### src/game_pkg.sv
// Game ids, download stream types and hardware select codes for the cabinet input ports
`default_nettype none

package game_pkg;

	typedef enum logic [7:0] {
		game_scramble = 8'd0,
		game_amidar   = 8'd1,
		game_frogger  = 8'd2,
		game_scobra   = 8'd3,
		game_tazman   = 8'd4,
		game_armorcar = 8'd5,
		game_moonwar  = 8'd6,
		game_spdcoin  = 8'd7,
		game_calipso  = 8'd8,
		game_darkplnt = 8'd9,
		game_anteater = 8'd10,
		game_losttomb = 8'd11,
		game_theend   = 8'd12,
		game_mars     = 8'd13,
		game_stratgyx = 8'd14,
		game_turtles  = 8'd15,
		game_minefld  = 8'd16,
		game_rescue   = 8'd17,
		game_mimonkey = 8'd18
	} game_id_e;

	typedef logic [7:0]  port_byte_t; // Active low
	typedef logic [7:0]  hw_sel_t;
	typedef logic [7:0]  dl_index_t;
	typedef logic [24:0] dl_addr_t;

	localparam port_byte_t port_released = 8'hFF;

	// ========================================
	// Download stream
	// ========================================
	localparam dl_index_t dl_index_game = 8'd1;
	localparam dl_index_t dl_index_dip  = 8'd254;

	localparam int num_dip_bytes = 8;
	localparam int dip_addr_bits = $clog2(num_dip_bytes);

	typedef port_byte_t [num_dip_bytes-1:0] dip_bank_t;

	// Board variant per game
	localparam hw_sel_t hw_sel_default  = 8'd0;
	localparam hw_sel_t hw_sel_frogger  = 8'd1;
	localparam hw_sel_t hw_sel_tazman   = 8'd2;
	localparam hw_sel_t hw_sel_calipso  = 8'd3;
	localparam hw_sel_t hw_sel_losttomb = 8'd7;
	localparam hw_sel_t hw_sel_mars     = 8'd10;

endpackage

`default_nettype wire

### src/input_pkg.sv
// Player control types, joystick bit map and keyboard tables shared by the input path
`default_nettype none

package input_pkg;

	localparam int num_players = 2;

	typedef logic [8:0]  scan_code_t; // Extended flag plus PS/2 code
	typedef logic [31:0] joy_word_t;

	// Positions inside the PS/2 key word
	localparam int ps_toggle_bit  = 10;
	localparam int ps_pressed_bit = 9;

	// ========================================
	// USB joystick word
	// ========================================
	localparam int joy_right   = 0;
	localparam int joy_left    = 1;
	localparam int joy_down    = 2;
	localparam int joy_up      = 3;
	localparam int joy_fire_a  = 4;
	localparam int joy_fire_b  = 5;
	localparam int joy_fire_c  = 6;
	localparam int joy_fire_d  = 7;
	localparam int joy_fire_e  = 8;
	localparam int joy_start_1 = 8; // Shares the bit with fire e
	localparam int joy_start_2 = 9;
	localparam int joy_coin    = 10;

	typedef struct packed {
		logic       up;
		logic       down;
		logic       left;
		logic       right;
		logic [4:0] fire;    // Bit 0 is fire a
		logic       start_1;
		logic       start_2;
		logic       coin;
	} player_ctrl_t;

	typedef struct packed {
		logic       strobe;
		logic       pressed;
		scan_code_t code;
	} key_event_t;

	// ========================================
	// Keyboard tables
	// ========================================
	// One entry drives the controls set in target
	typedef struct packed {
		scan_code_t   code;
		logic         any_ext; // Match ignoring the extended flag
		player_ctrl_t target;
	} key_entry_t;

	localparam int key_table_len = 11;

	localparam player_ctrl_t sel_up      = '{up: 1'b1, default: '0};
	localparam player_ctrl_t sel_down    = '{down: 1'b1, default: '0};
	localparam player_ctrl_t sel_left    = '{left: 1'b1, default: '0};
	localparam player_ctrl_t sel_right   = '{right: 1'b1, default: '0};
	localparam player_ctrl_t sel_fire_a  = '{fire: 5'b00001, default: '0};
	localparam player_ctrl_t sel_fire_b  = '{fire: 5'b00010, default: '0};
	localparam player_ctrl_t sel_start_1 = '{start_1: 1'b1, default: '0};
	localparam player_ctrl_t sel_start_2 = '{start_2: 1'b1, default: '0};
	localparam player_ctrl_t sel_coin    = '{coin: 1'b1, default: '0};

	localparam key_entry_t key_none = '{code: '0, any_ext: 1'b0, target: '0};

	localparam key_entry_t key_tables [num_players][key_table_len] = '{
		'{
			'{9'h075, 1'b1, sel_up},      // Arrows
			'{9'h072, 1'b1, sel_down},
			'{9'h06B, 1'b1, sel_left},
			'{9'h074, 1'b1, sel_right},
			'{9'h014, 1'b0, sel_fire_a},  // Ctrl
			'{9'h029, 1'b0, sel_fire_b},  // Space
			'{9'h005, 1'b0, sel_start_1}, // F1
			'{9'h016, 1'b0, sel_start_1}, // 1
			'{9'h006, 1'b0, sel_start_2}, // F2
			'{9'h01E, 1'b0, sel_start_2}, // 2
			'{9'h02E, 1'b0, sel_coin}     // 5
		},
		'{
			'{9'h02D, 1'b0, sel_up},      // R
			'{9'h02B, 1'b0, sel_down},    // F
			'{9'h023, 1'b0, sel_left},    // D
			'{9'h034, 1'b0, sel_right},   // G
			'{9'h01C, 1'b0, sel_fire_a},  // A
			'{9'h01B, 1'b0, sel_fire_b},  // S
			'{9'h036, 1'b0, sel_coin},    // 6
			key_none,
			key_none,
			key_none,
			key_none
		}
	};

endpackage

`default_nettype wire

### src/arcade_inputs.sv
// Player input path of the arcade core: keyboard and joysticks to cabinet input ports
`default_nettype none
`timescale 1ns/1ps

module arcade_inputs (
	input  wire logic                                              clk_sys,
	input  wire logic                                              rst_n,
	input  wire logic [10:0]                                       ps_key,
	input  wire input_pkg::joy_word_t [input_pkg::num_players-1:0] joy,
	input  wire logic                                              dl_wr,
	input  wire game_pkg::dl_index_t                               dl_index,
	input  wire game_pkg::dl_addr_t                                dl_addr,
	input  wire game_pkg::port_byte_t                              dl_data,
	input  wire logic                                              fire_mode,
	output game_pkg::port_byte_t                                   port_a,
	output game_pkg::port_byte_t                                   port_b,
	output game_pkg::port_byte_t                                   port_c,
	output game_pkg::port_byte_t                                   port_d,
	output game_pkg::hw_sel_t                                      hw_sel
);

	import input_pkg::*;
	import game_pkg::*;

	key_event_t                     key_event;
	player_ctrl_t [num_players-1:0] players;
	game_id_e                       game_id;
	dip_bank_t                      dip_bank;

	ps2_key_decoder u_ps2_key_decoder (
		.clk_sys   (clk_sys),
		.rst_n     (rst_n),
		.ps_key    (ps_key),
		.key_event (key_event)
	);

	// ========================================
	// Player units
	// ========================================
	for (genvar p = 0; p < num_players; p++)
	begin : g_player
		player_control #(
			.player_index (p)
		) u_player_control (
			.clk_sys   (clk_sys),
			.rst_n     (rst_n),
			.key_event (key_event), // Same event, each unit checks its own keys
			.joy       (joy[p]),
			.ctrl      (players[p])
		);
	end

	game_config_loader u_game_config_loader (
		.clk_sys  (clk_sys),
		.rst_n    (rst_n),
		.dl_wr    (dl_wr),
		.dl_index (dl_index),
		.dl_addr  (dl_addr),
		.dl_data  (dl_data),
		.game_id  (game_id),
		.dip_bank (dip_bank)
	);

	input_port_mapper u_input_port_mapper (
		.clk_sys   (clk_sys),
		.rst_n     (rst_n),
		.players   (players),
		.game_id   (game_id),
		.dip_bank  (dip_bank),
		.fire_mode (fire_mode),
		.port_a    (port_a),
		.port_b    (port_b),
		.port_c    (port_c),
		.port_d    (port_d),
		.hw_sel    (hw_sel)
	);

endmodule

`default_nettype wire

### src/game_config_loader.sv
// Picks the game id and DIP switch bytes out of the download stream
`default_nettype none
`timescale 1ns/1ps

module game_config_loader (
	input  wire logic                 clk_sys,
	input  wire logic                 rst_n,
	input  wire logic                 dl_wr,
	input  wire game_pkg::dl_index_t  dl_index,
	input  wire game_pkg::dl_addr_t   dl_addr,
	input  wire game_pkg::port_byte_t dl_data,
	output game_pkg::game_id_e        game_id,
	output game_pkg::dip_bank_t       dip_bank
);

	import game_pkg::*;

	logic game_wr;
	logic dip_wr;

	assign game_wr = dl_wr && (dl_index == dl_index_game);
	// Only the first eight bytes of the DIP image are switches
	assign dip_wr  = dl_wr && (dl_index == dl_index_dip) &&
		(dl_addr < dl_addr_t'(num_dip_bytes));

	always_ff @(posedge clk_sys)
	begin
		if (!rst_n)
		begin
			game_id <= game_scramble;
		end
		else if (game_wr)
		begin
			game_id <= game_id_e'(dl_data); // Unknown ids fall to the default layout
		end
	end

	always_ff @(posedge clk_sys)
	begin
		if (!rst_n)
		begin
			dip_bank <= {num_dip_bytes{port_released}};
		end
		else if (dip_wr)
		begin
			dip_bank[dl_addr[dip_addr_bits-1:0]] <= dl_data;
		end
	end

endmodule

`default_nettype wire

### src/input_port_mapper.sv
// Builds the four active-low cabinet input bytes and the board select for the loaded game
`default_nettype none
`timescale 1ns/1ps

module input_port_mapper (
	input  wire logic                                                clk_sys,
	input  wire logic                                                rst_n,
	input  wire input_pkg::player_ctrl_t [input_pkg::num_players-1:0] players,
	input  wire game_pkg::game_id_e                                  game_id,
	input  wire game_pkg::dip_bank_t                                 dip_bank,
	input  wire logic                                                fire_mode,
	output game_pkg::port_byte_t                                     port_a,
	output game_pkg::port_byte_t                                     port_b,
	output game_pkg::port_byte_t                                     port_c,
	output game_pkg::port_byte_t                                     port_d,
	output game_pkg::hw_sel_t                                        hw_sel
);

	import input_pkg::*;
	import game_pkg::*;

	player_ctrl_t merged;
	logic         up;
	logic         down;
	logic         left;
	logic         right;
	logic         fire_a;
	logic         fire_b;
	logic         fire_c;
	logic         fire_d;
	logic         fire_e;
	logic         start_1;
	logic         start_2;
	logic         coin;
	port_byte_t   layout_a;
	port_byte_t   layout_b;
	port_byte_t   layout_c;
	port_byte_t   layout_d;
	hw_sel_t      hw_next;

	// Both players drive the same cabinet controls
	always_comb
	begin
		merged = '0;
		for (int p = 0; p < num_players; p++)
		begin
			merged = merged | players[p];
		end
	end

	assign up      = merged.up;
	assign down    = merged.down;
	assign left    = merged.left;
	assign right   = merged.right;
	assign fire_a  = merged.fire[0];
	assign fire_b  = merged.fire[1];
	assign fire_c  = merged.fire[2];
	assign fire_d  = merged.fire[3];
	assign fire_e  = merged.fire[4];
	assign start_1 = merged.start_1;
	assign start_2 = merged.start_2;
	assign coin    = merged.coin;

	// ========================================
	// Per-game layouts
	// ========================================
	always_comb
	begin
		hw_next  = hw_sel_default;
		layout_a = ~{coin, 1'b0, left, right, fire_a, 1'b0, fire_b, up};
		layout_b = ~{start_1, start_2, left, right, fire_a, fire_b, 2'b00};
		layout_c = ~{1'b0, down, 1'b0, up, 3'b000, down};
		layout_d = port_released;

		case (game_id)
			game_frogger:
			begin
				hw_next = hw_sel_frogger; // Scramble layout on its own board
			end
			game_tazman:
			begin
				hw_next  = hw_sel_tazman;
				layout_a = ~{coin, 1'b0, left, right, down, up, fire_a, fire_b};
				layout_b = port_released;
				layout_c = ~{1'b0, start_2, 2'b00, 3'b000, start_1};
			end
			game_calipso:
			begin
				hw_next  = hw_sel_calipso;
				layout_a = ~{coin, 1'b0, left, right, down, up, 1'b0, start_2 | fire_a};
				layout_b = ~{1'b0, 1'b0, left, right, down, up, 1'b0, 1'b0};
				layout_c = ~{5'b00000, 2'b00, fire_a | start_1};
			end
			game_losttomb:
			begin
				hw_next  = hw_sel_losttomb;
				layout_a = ~{coin, 1'b0, left, right, down, up, start_1, start_2};
				// Second stick either fires or moves
				layout_b = fire_mode ?
					~{1'b0, fire_e | fire_a, left, right, down, up, 2'b00} :
					~{1'b0, fire_e, fire_d, fire_a, fire_b, fire_c, 2'b00};
				layout_c = port_released;
			end
			game_mars:
			begin
				hw_next = hw_sel_mars;
				if (fire_mode)
				begin
					layout_a = ~{coin, 1'b0, left, right, left, right, 1'b0, up};
					layout_b = ~{start_1, start_2, left, right, left, right, 2'b00};
					layout_c = ~{up, down, down, up, 3'b000, down};
					layout_d = ~{up, 1'b0, down, 5'b00000};
				end
				else
				begin
					layout_a = ~{coin, 1'b0, left, right, fire_d, fire_a, 1'b0, up};
					layout_b = ~{start_1, start_2, left, right, fire_d, fire_a, 2'b00};
					layout_c = ~{fire_c, down, fire_b, up, 3'b000, down};
					layout_d = ~{fire_c, 1'b0, fire_b, 5'b00000};
				end
			end
			default:
			begin
				hw_next = hw_sel_default; // Scramble and unlisted ids
			end
		endcase
	end

	always_ff @(posedge clk_sys)
	begin
		if (!rst_n)
		begin
			port_a <= port_released;
			port_b <= port_released;
			port_c <= port_released;
			port_d <= port_released;
			hw_sel <= hw_sel_default;
		end
		else
		begin
			port_a <= layout_a & dip_bank[0]; // DIP bytes pull bits low
			port_b <= layout_b & dip_bank[1];
			port_c <= layout_c & dip_bank[2];
			port_d <= layout_d & dip_bank[3];
			hw_sel <= hw_next;
		end
	end

endmodule

`default_nettype wire

### src/player_control.sv
// Per-player key latches merged with the USB joystick; one instance per player
`default_nettype none
`timescale 1ns/1ps

module player_control #(
	parameter int player_index = 0
) (
	input  wire logic                    clk_sys,
	input  wire logic                    rst_n,
	input  wire input_pkg::key_event_t   key_event,
	input  wire input_pkg::joy_word_t    joy,
	output input_pkg::player_ctrl_t      ctrl
);

	import input_pkg::*;

	player_ctrl_t latch_q;
	player_ctrl_t latch_next;
	player_ctrl_t joy_ctrl;

	// ========================================
	// Key table lookup
	// ========================================
	always_comb
	begin
		key_entry_t entry;
		logic       hit;

		latch_next = latch_q;
		entry      = key_none;
		hit        = 1'b0;
		if (key_event.strobe)
		begin
			for (int i = 0; i < key_table_len; i++)
			begin
				entry = key_tables[player_index][i];
				hit   = (entry.target != '0) &&
					(entry.any_ext ? (key_event.code[7:0] == entry.code[7:0])
						: (key_event.code == entry.code));
				if (hit)
				begin
					latch_next = key_event.pressed ? (latch_next | entry.target)
						: (latch_next & ~entry.target);
				end
			end
		end
	end

	assign joy_ctrl = '{
		up:      joy[joy_up],
		down:    joy[joy_down],
		left:    joy[joy_left],
		right:   joy[joy_right],
		fire:    {joy[joy_fire_e], joy[joy_fire_d], joy[joy_fire_c],
			joy[joy_fire_b], joy[joy_fire_a]},
		start_1: joy[joy_start_1],
		start_2: joy[joy_start_2],
		coin:    joy[joy_coin]
	};

	always_ff @(posedge clk_sys)
	begin
		if (!rst_n)
		begin
			latch_q <= '0;
			ctrl    <= '0;
		end
		else
		begin
			latch_q <= latch_next;
			ctrl    <= latch_q | joy_ctrl; // Either source holds a control
		end
	end

endmodule

`default_nettype wire

### src/ps2_key_decoder.sv
// Turns each toggle of the PS/2 key word into a one-cycle key event strobe
`default_nettype none
`timescale 1ns/1ps

module ps2_key_decoder (
	input  wire logic              clk_sys,
	input  wire logic              rst_n,
	input  wire logic [10:0]       ps_key,
	output input_pkg::key_event_t  key_event
);

	import input_pkg::*;

	logic       toggle_q;
	logic       key_change;
	logic       strobe_q;
	logic       pressed_q;
	scan_code_t code_q;

	assign key_change = toggle_q != ps_key[ps_toggle_bit];

	// Last seen toggle bit
	always_ff @(posedge clk_sys)
	begin
		toggle_q <= ps_key[ps_toggle_bit];
	end

	always_ff @(posedge clk_sys)
	begin
		if (!rst_n)
		begin
			strobe_q <= 1'b0;
		end
		else
		begin
			strobe_q <= key_change; // High for one cycle per event
		end
	end

	// Key payload, held until the next event
	always_ff @(posedge clk_sys)
	begin
		if (key_change)
		begin
			code_q    <= ps_key[8:0];
			pressed_q <= ps_key[ps_pressed_bit];
		end
	end

	assign key_event = '{strobe: strobe_q, pressed: pressed_q, code: code_q};

endmodule

`default_nettype wire

### config.mk
export PLATFORM = sky130hd
export DESIGN_NAME = arcade_inputs
export DESIGN_NICKNAME = d
export VERILOG_FILES = /design/src/game_pkg.sv /design/src/input_pkg.sv /design/src/arcade_inputs.sv /design/src/game_config_loader.sv /design/src/input_port_mapper.sv /design/src/player_control.sv /design/src/ps2_key_decoder.sv
export SDC_FILE = /design/constraint.sdc
export NUM_CORES = 1
export LEC_CHECK = 0
export BUFFER_PORTS_ARGS = -buffer_cell sky130_fd_sc_hd__clkbuf_2
export CAP_MARGIN = 20
export CORE_MARGIN = 2
export CORE_UTILIZATION = 46
export DETAILED_ROUTE_END_ITERATION = 10
export PLACE_DENSITY = 0.76
export SYNTH_ARGS = -nofsm -noshare
export SYNTH_HDL_FRONTEND = slang
export SYNTH_SLANG_ARGS = --single-unit
### constraint.sdc
create_clock -name clk_sys -period 1.8 [get_ports clk_sys]
set_clock_uncertainty 0.1 [all_clocks]
set_input_delay 0 -clock clk_sys [delete_from_list [all_inputs] [get_ports clk_sys]]
set_output_delay 0 -clock clk_sys [all_outputs]
set_load 0.02 [all_outputs]
==> impl_metrics.toml, run 1 <==
[cells_and_area]
layout_commonest_cell = "dfxtp_1"
drive_above_1_share_pct = 32.6
multi_input_area_sq_um = 2400
layout_common_cells = "dfxtp_1 (114), clkbuf_2 (113), nor2_1 (108)"
fill_cells = 815
antenna_cells = 0
instances_no_fill = 894
seq_area_sq_um = 2650
fin_util_pct = 70.2
syn2layout_area_growth_pct = 48.6
nNetsFinal = 861
final_area_sq_um = 7610

[power_and_ir_drop]
ir_drop_mv = 0.825
comb_power_share_pct = 8.3
pwr_density_cell_nw_per_um2 = 930
seq_power_share_pct = 41.9
cellInternalPower_uw = 5520
p_leak_uw = 0.00326
clkPwrFrac_pct = 49.7
switching_share_pct = 22.1
p_sw_uw = 1560

[sta]
max_freq_mhz = 555
rsz0062_at_grt = "true"
finalSetupViolations = 1
finalHoldViolCount = 2
layout_min_cycle_time_ns = 1.80
finalMaxSlewViolations = 0
fin_tns_setup_ns = -0.000261
timing.hold.ws_ns = -0.00157
fin_crit_sh_pct = 100
layout_setup_ws_ns = -0.000261

[placement]
placed_cell_area_sq_um = 6160
post-place-ws_ns = -0.0634
gp_congestion = 0.910
hpwl_um = 9980
placed_cells = 788
io_buffers = 113

[synthesis]
synthMuxAreaShare_pct = 10.6
synthTopCellsByArea = "dfxtp_1 (46%), mux2i_1 (11%), nor2_1 (8.1%), edfxtp_1 (5.9%), nor4_4 (2.9%)"
netlist_area_sq_um = 5120
yosysWarningCount = 0
avgSynthCellArea_sq_um = 10.0
synth_top_family_by_area = "simple AND/OR/NAND/NOR gates"
synthFlopType = "dfxtp_1"
synth_xor_area_share_pct = 0.855
synth-simple-area-share_pct = 25.3
synth-seq-area-share_pct = 51.6
synthCells = 512
synth_cell_types = 65
synthAdderAreaFrac_pct = 0
synth_area_leader_cell = "dfxtp_1"
synth_edf_count = 10
synth-seq-cells = 127
synth_top_area_share_pct = 45.7
synth_compound_area_share_pct = 7.55
synth-async-reset-ratio_pct = 0

[setup_path]
cpLargestDelayFamily = "simple AND/OR/NAND/NOR gates"
crit_buf_inv = 1
cp_max_fo = 2
worst_setup_path_end_kind = "register"
crit_type = "reg2reg"
cp-start-kind = "register"
cp.required_ns = 2.11
cp.arrival_ns = 2.11
cp_slowest_cell = "or4b_4"
worstPathCellList = "buf_4 > or4b_4 > a2111oi_4 > mux2i_1 > nor2_1"
cp_slowest_stage_delay_ns = 0.55

[flow_run]
cap_violations = 0

[global_routing]
grt.met3_usage_pct = 6.34
grt_usage_pct = 26.3
overflow = 0
grt_first_pass_wirelength_um = 23500
antenna_found_initial = 0
grt_pass1_vias = 4784
grt_use_met2_pct = 48.6
busiest_layer = "met2"
grtUsageMet1_pct = 28.3
grt_max_degree = 32

[min_path]
timing.hold.worst.class = "in2reg"

[drt]
wl_per_cell_um = 16.6
vias_per_cell = 5.12
vias = 4578
drtAntennaViolNets = 0
first_pass_iters = 4
drtIter0Drc = 302
routed_wl_um = 14900
drc = 0

[clock_tree]
clk_path_buf_depth = 2
clk_latency_ns = 0.53
clock-sinks = 127
tritoncts = "done"
clk_pin_slew_ns = 0.06
htree_levels = 4
cts-root-buf = "clkbuf_8"
numCtsBuffers = 17

[run_status]
outcome = "finished, violations left"
violations = "negative hold slack, negative setup slack"

[die]
start_util_pct = 47.2
die_area_sq_um = 12000
io_pins = 160
dieHeight_um = 110
core_area_sq_um = 10800
num_rows = 38
dieWidth_um = 110
## final timing paths
path / to / cells after the start / slack [ns] / startpoint
worst min-delay path: u_game_config_loader.dip_bank[1] / 6 / -0.002 / dl_addr[19]
worst min register to register: u_input_port_mapper.port_d[2] / 2 / 0.32 / u_game_config_loader.dip_bank[26]
worst max register to register: g_player[0].u_player_control.latch_q[2] / 5 / -0.0003 / u_ps2_key_decoder.code_q[6]
worst max-delay path: g_player[0].u_player_control.latch_q[2] / 5 / -0.0003 / u_ps2_key_decoder.code_q[6]
## worst min-delay path: cells and delay by family
| family | cells | cell delay [ns] |
|---|---|---|
| and+or+nand+nor | 3 | 0.25 |
| muxes | 1 | 0.11 |
| buffers and inverters | 2 | 0.22 |
## state kept, by name (all words and copies together), names as in the netlist, 4 cells and up
name / flops
u_input_port_mapper.port_b: 8
u_input_port_mapper.hw_sel: 4
u_ps2_key_decoder.code_q: 9
g_player.u_player_control.latch_q: 16
u_input_port_mapper.port_a: 8
g_player.u_player_control.ctrl: 23
u_game_config_loader.dip_bank: 32
u_input_port_mapper.port_d: 8
u_game_config_loader.game_id: 8
u_input_port_mapper.port_c: 8
## cell families after synthesis
logic type,after synthesis
XOR/XNOR,5
flip-flops,127
buffers and inverters,48
multiplexers,54
other,1
AND/OR/NAND/NOR,223
AO/OA/AOI/OAI,54
## power by group through the flow
stage | registers (uW) | clock network [uW] | logic (uW)
floorplan | 3040 | 0 | 226
global placement | 3020 | 0 | 467
detailed placement | 3030 | 0 | 474
CTS | 2970 | 3560 | 567
global route | 2970 | 3720 | 639
finish | 2970 | 3520 | 591
## area by class of cell
class | instances | area share [%]
inverters | 17 | 0.872
repair buffers | 238 | 22.4
clock buffers | 21 | 5.90
multi-input cells | 340 | 31.5
well taps | 140 | 2.30
clock inverters | 11 | 2.12
flip-flops and latches | 127 | 34.8
## synthesized netlist by cell type (all sizes together) (4+ instances only)
library cell	number
inv	17
clkbuf	18
or3	5
o21ai	16
nor4bb	4
nand3b	4
a211oi	5
nand4b	8
buf	13
edfxtp	10
a21oi	7
dfxtp	117
and2	8
nand2	25
nor2	110
nor4	10
nand4	8
nor4b	7
mux2i	54
nand3	8
## stage by stage
step	total power, uW	hold slack (ns)
6_report	7080	-0.00157
5_1_grt	7330	0.0183
4_1_cts	7090	0.0251
3_5_place_dp	3500	0.0380
3_3_place_gp	3490	0.0304
2_1_floorplan	3270	-0.0723
## routing by layer
layer	vias to the layer above	wire length, um
met2	128	7990
met1	2174	5810
met4	0	368
li1	2247	-
met3	29	693
met5	-	0
## timing repair
action                                  CTS  global route
resized for setup                         8            21
pin swaps                                 1             9
endpoints found under the setup margin    7            22
setup buffers                             0             5
hold endpoints to repair                112             0
hold buffers                             69             0
(Power assumes the default switching activity.)
==> inputs of run 2 (changes only) <==
==> constraint.sdc (replaced) <==
create_clock -name clk_sys -period 1.8 [get_ports clk_sys]
set_clock_uncertainty 0.1 [all_clocks]
set_input_delay 0.18 -clock clk_sys [delete_from_list [all_inputs] [get_ports clk_sys]]
set_output_delay 0.18 -clock clk_sys [all_outputs]
set_load 0.02 [all_outputs]
==> run 2 against run 1 <==
- the flow finishes with violations (negative setup slack)
- global-route usage shrank 1.2 points
- non-clock buffer count fell by 32
- first-iteration DRC count shrank 50%
- routed wire length decreased by 5.2%
- cell area is 4.0% lower
- cell count down 3.6%
- register-to-register slack about the same
- core utilization fell by 2.8 points
- power decreased by 1.5%
- sequential cell count unchanged
==> impl_metrics.toml, run 2 (synthesized netlist as in run 1, its figures left out) <==
[cells_and_area]
largest_reg_flops = 32
largestRegisters = "u_game_config_loader.dip_bank: 32 flops, g_player.u_player_control.ctrl: 23 flops, g_player.u_player_control.latch_q: 16 flops"
layout_common_cells = "dfxtp_1 (113), clkbuf_2 (113), nor2_1 (109)"
fill_cells = 822
top_register = "u_game_config_loader.dip_bank"
antenna_cells = 0
fin_util_pct = 67.3
nNetsFinal = 829
drive_above_1_share_pct = 33.1
syn2layout_area_growth_pct = 42.6

[min_path]
timing.hold.worst.class = "in2reg"
min_from = "dl_addr[0]"
holdPathStages = 4

[drt]
drtAntennaViolNets = 0
first_pass_iters = 5
wl_per_cell_um = 16.3
drc = 0
routed_wl_um = 14100
vias_per_cell = 5.18
drtIter0Drc = 150
vias = 4468

[die]
io_pins = 160
core_area_sq_um = 10800
dieWidth_um = 110
start_util_pct = 47.2
die_area_sq_um = 12000
num_rows = 38
dieHeight_um = 110

[sta]
fin_crit_sh_pct = 100
max_freq_mhz = 553
fin_tns_setup_ns = -0.00871
timing.hold.ws_ns = 0.0692
rsz0062_at_grt = "true"
finalMaxSlewViolations = 0
layout_min_cycle_time_ns = 1.81
finalSetupViolations = 1
finalHoldViolCount = 0
layout_setup_ws_ns = -0.00871

[global_routing]
overflow = 0
antenna_found_initial = 0
grt_usage_pct = 25.1
grt_first_pass_wirelength_um = 22400
grt_max_degree = 36
grt_pass1_vias = 4601

[power_and_ir_drop]
clkPwrFrac_pct = 49.5
p_leak_uw = 0.00312
pwr_density_cell_nw_per_um2 = 955
comb_power_share_pct = 8.0
seq_power_share_pct = 42.5
p_sw_uw = 1610
ir_drop_mv = 0.864
cellInternalPower_uw = 5360
switching_share_pct = 23.1

[clock_tree]
clk_pin_slew_ns = 0.06
cts-root-buf = "clkbuf_8"
clock-sinks = 127
clk_path_buf_depth = 2
htree_levels = 4
clk_latency_ns = 0.54
tritoncts = "done"
numCtsBuffers = 17

[run_status]
violations = "negative setup slack"
outcome = "finished, violations left"

[placement]
gp_congestion = 0.878
hpwl_um = 9740
io_buffers = 113
post-place-ws_ns = -0.0700

[setup_path]
cp.arrival_ns = 2.15
reg2reg_slack_ns = -0.009
rr_startpoint = "u_game_config_loader.game_id[1]"
cp-start-kind = "register"
startpoint = "u_game_config_loader.game_id[1]"
cp_max_fo = 4
ff2ff_path_depth = 4
worst_setup_path_end_kind = "register"
cp.required_ns = 2.14
crit_type = "reg2reg"

[flow_run]
cap_violations = 0
[run 2: cell types whose count changed in the layout (fill, tap and decap cells not counted), sizes merged]
cell	before	now
clkinv	4	6
bufinv	4	3
dlymetal6s4s	1	0
buf	56	51
clkbuf	134	132
clkinvlp	2	3
dlygate4sd3	68	42
[run 2: area by class of cell]
type	instances	area, sq um	share of cell area, %
tap	140	175	2.40
sequential	127	2660	36.4
timing repair buffer	206	1420	19.4
clock buffer	19	442	6.05
inverter	17	63.8	0.874
multi-input combinational	340	2380	32.6
clock inverter	13	163	2.23
[run 2: power groups by stage]
stage	logic (uW)	registers, uW	clock network [uW]
2_1_floorplan	226	3040	0
3_3_place_gp	458	3030	0
4_1_cts	542	2970	3490
6_report	555	2960	3450
3_5_place_dp	466	3030	0
5_1_grt	604	2970	3630
[run 2: path summary, 6_finish.rpt]
| kind | endpoint |
|---|---|
| max | u_input_port_mapper.port_b[2] |
| min | u_game_config_loader.dip_bank[6] |
| max reg2reg | u_input_port_mapper.port_b[2] |
| min reg2reg | u_input_port_mapper.port_d[4] |
[run 2: repair_timing]
| item | 4_1_cts | 5_1_grt |
|---|---|---|
| pin swaps | 4 | 5 |
| hold buffers | 42 | 0 |
| hold endpoints to repair | 83 | 0 |
| resized for setup | 13 | 12 |
| buffers inserted | 2 | 3 |
| setup endpoints to repair | 10 | 16 |
[run 2: critical path: stages (launching register included)]
cell	delay (ns)
dfxtp_4	0.36
or4b_4	0.56
o211a_4	0.17
or2_4	0.25
a311oi_2	0.28
[run 2: metrics by stage]
stage	instances	instance area, sq um	total power (uW)
2_1_floorplan	515	5150	3270
3_3_place_gp	783	6150	3480
3_5_place_dp	783	6150	3500
4_1_cts	859	7240	7000
5_1_grt	862	7300	7210
6_report	862	7300	6970
[run 2: routing by layer]
| layer | GRT usage [%] | vias to the layer above | wire, um |
|---|---|---|---|
| li1 | - | 2188 | - |
| met1 | 26.7 | 2111 | 5560 |
| met2 | 46.8 | 142 | 7550 |
| met3 | 7.29 | 27 | 692 |
| met4 | 9.04 | 0 | 287 |
| met5 | 0 | - | 0 |
==> inputs of run 3 (changes only) <==
CORE_UTILIZATION = 49   (was 46)
PLACE_DENSITY = 0.77   (was 0.76)
SYNTH_HIERARCHICAL = 1   (was unset)
==> run 3 against run 2 <==
- the run now ends clean
- sequential cell count unchanged
- clock power increased by 6.4%
- register-to-register slack improved by 0.05 ns
- critical endpoint is now g_player[1].u_player_control/latch_q[11]
- largest cell class unchanged
==> impl_metrics.toml, run 3 <==
[clock_tree]
clk_path_buf_depth = 2
clock-sinks = 127
clk_latency_ns = 0.42
numCtsBuffers = 17
htree_levels = 4
tritoncts = "done"
post_cts_buffers = 0
cts-root-buf = "clkbuf_16"
clk_pin_slew_ns = 0.06

[setup_path]
cp-start-kind = "register"
cp_slowest_stage_delay_ns = 0.61
reg2reg_slack_ns = 0.04
crit_type = "reg2reg"
cp_max_fo = 4
worstPathCellList = "or4b_1 > nor4_1 > mux2i_1"
cp.arrival_ns = 2.01
cp.required_ns = 2.05
worst_setup_path_end_kind = "register"
cp_slowest_cell = "or4b_1"

[global_routing]
antenna_found_initial = 0
grt_usage_pct = 24.5
grt_first_pass_wirelength_um = 22300
grt_max_degree = 36
grt_pass1_vias = 4571
overflow = 0

[cells_and_area]
drive_above_1_share_pct = 30.7
fill_cells = 825
multi_input_area_sq_um = 2620
fin_util_pct = 68.1
layout_common_cells = "dfxtp_1 (115), clkbuf_2 (112), mux2i_1 (54)"
nNetsFinal = 826
largestRegisters = "u_game_config_loader/dip_bank: 32 flops, g_player.u_player_control/ctrl: 23 flops, g_player.u_player_control/latch_q: 16 flops"
largest_reg_flops = 32
layout_commonest_cell = "dfxtp_1"
antenna_cells = 0
seq_area_sq_um = 2650
syn2layout_area_growth_pct = 35.0
top_register = "u_game_config_loader/dip_bank"

[synthesis]
synthCells = 528
netlist_area_sq_um = 5520
avgSynthCellArea_sq_um = 10.5
yosysWarningCount = 6

[power_and_ir_drop]
pwr_density_cell_nw_per_um2 = 964
p_leak_uw = 0.00313
ir_drop_mv = 0.867

[die]
die_area_sq_um = 12100
core_area_sq_um = 10900
io_pins = 160
start_util_pct = 50.5
dieWidth_um = 110
dieHeight_um = 110
num_rows = 38

[sta]
finalMaxSlewViolations = 0
fin_crit_sh_pct = 97.8
timing.hold.ws_ns = 0.0969
finalSetupViolations = 0
layout_setup_ws_ns = 0.0402
finalHoldViolCount = 0
layout_min_cycle_time_ns = 1.76
rsz0062_at_grt = "true"
max_freq_mhz = 568

[drt]
drtIter0Drc = 238
first_pass_iters = 5
drtAntennaViolNets = 0
vias_per_cell = 5.29
vias = 4546
wl_per_cell_um = 16.2
routed_wl_um = 13900
drc = 0

[placement]
gp_congestion = 0.870
io_buffers = 113
hpwl_um = 9680
post-place-ws_ns = -0.0184

[run_status]
outcome = "finished, final reports clean"

[flow_run]
cap_violations = 0

[min_path]
timing.hold.worst.class = "in2reg"
-- run 3: report_power, final --
group | total [uW] | internal, uW | switching, uW | leakage [uW]
clock | 3670 | 2340 | 1320 | 0.000307
sequential | 2970 | 2920 | 48.1 | 0.00105
combinational | 545 | 259 | 285 | 0.00177
-- run 3: final cells by class --
type / instances / share of cell area [%]
sequential: 127 / 35.5
multi-input combinational: 355 / 35.1
timing repair buffer: 197 / 18.1
clock buffer: 18 / 5.76
clock inverter: 14 / 2.74
tap: 140 / 2.35
inverter: 8 / 0.403
-- run 3: routing by layer --
layer,part of all wire [%],track usage [%],routed length [um]
met5,0,0,0
met3,4.1,5.58,570
met2,51,42.2,7050
met1,42,28.5,5820
met4,3.1,12.4,437
-- run 3: worst paths after layout --
| kind | startpoint | end | cells past startpoint |
|---|---|---|---|
| worst max-delay path | u_ps2_key_decoder/code_q[7] | g_player[1].u_player_control/latch_q[11] | 3 |
| worst min-delay path | rst_n | u_ps2_key_decoder/strobe_q | 2 |
| worst max register to register | u_ps2_key_decoder/code_q[7] | g_player[1].u_player_control/latch_q[11] | 3 |
| worst min register to register | u_game_config_loader/dip_bank[18] | u_input_port_mapper/port_c[2] | 1 |
-- run 3: worst max-delay path, delay by kind of cell, from the launching register on --
family | cells | cell delay, ns
flip-flops | 1 | 0.43
AND/OR/NAND/NOR | 2 | 0.93
multiplexers | 1 | 0.23
-- run 3: metrics by stage --
stage / area (sq um) / instances / setup TNS [ns] / total power [uW]
final: 7450 / 859 / 0 / 7180
after global routing: 7450 / 859 / -0.00950 / 7430
after CTS: 7420 / 859 / 0 / 7210
after detailed placement: 6370 / 786 / -0.0292 / 3490
after global placement: 6370 / 786 / 0 / 3480
after floorplan: 5530 / 531 / 0 / 3290
-- run 3: repair_timing --
item                                    CTS  global route
gates resized for setup                   1            13
endpoints found under the hold margin    42             0
endpoints found under the setup margin    3            13
hold buffers                             41             0
gates cloned                              0             0
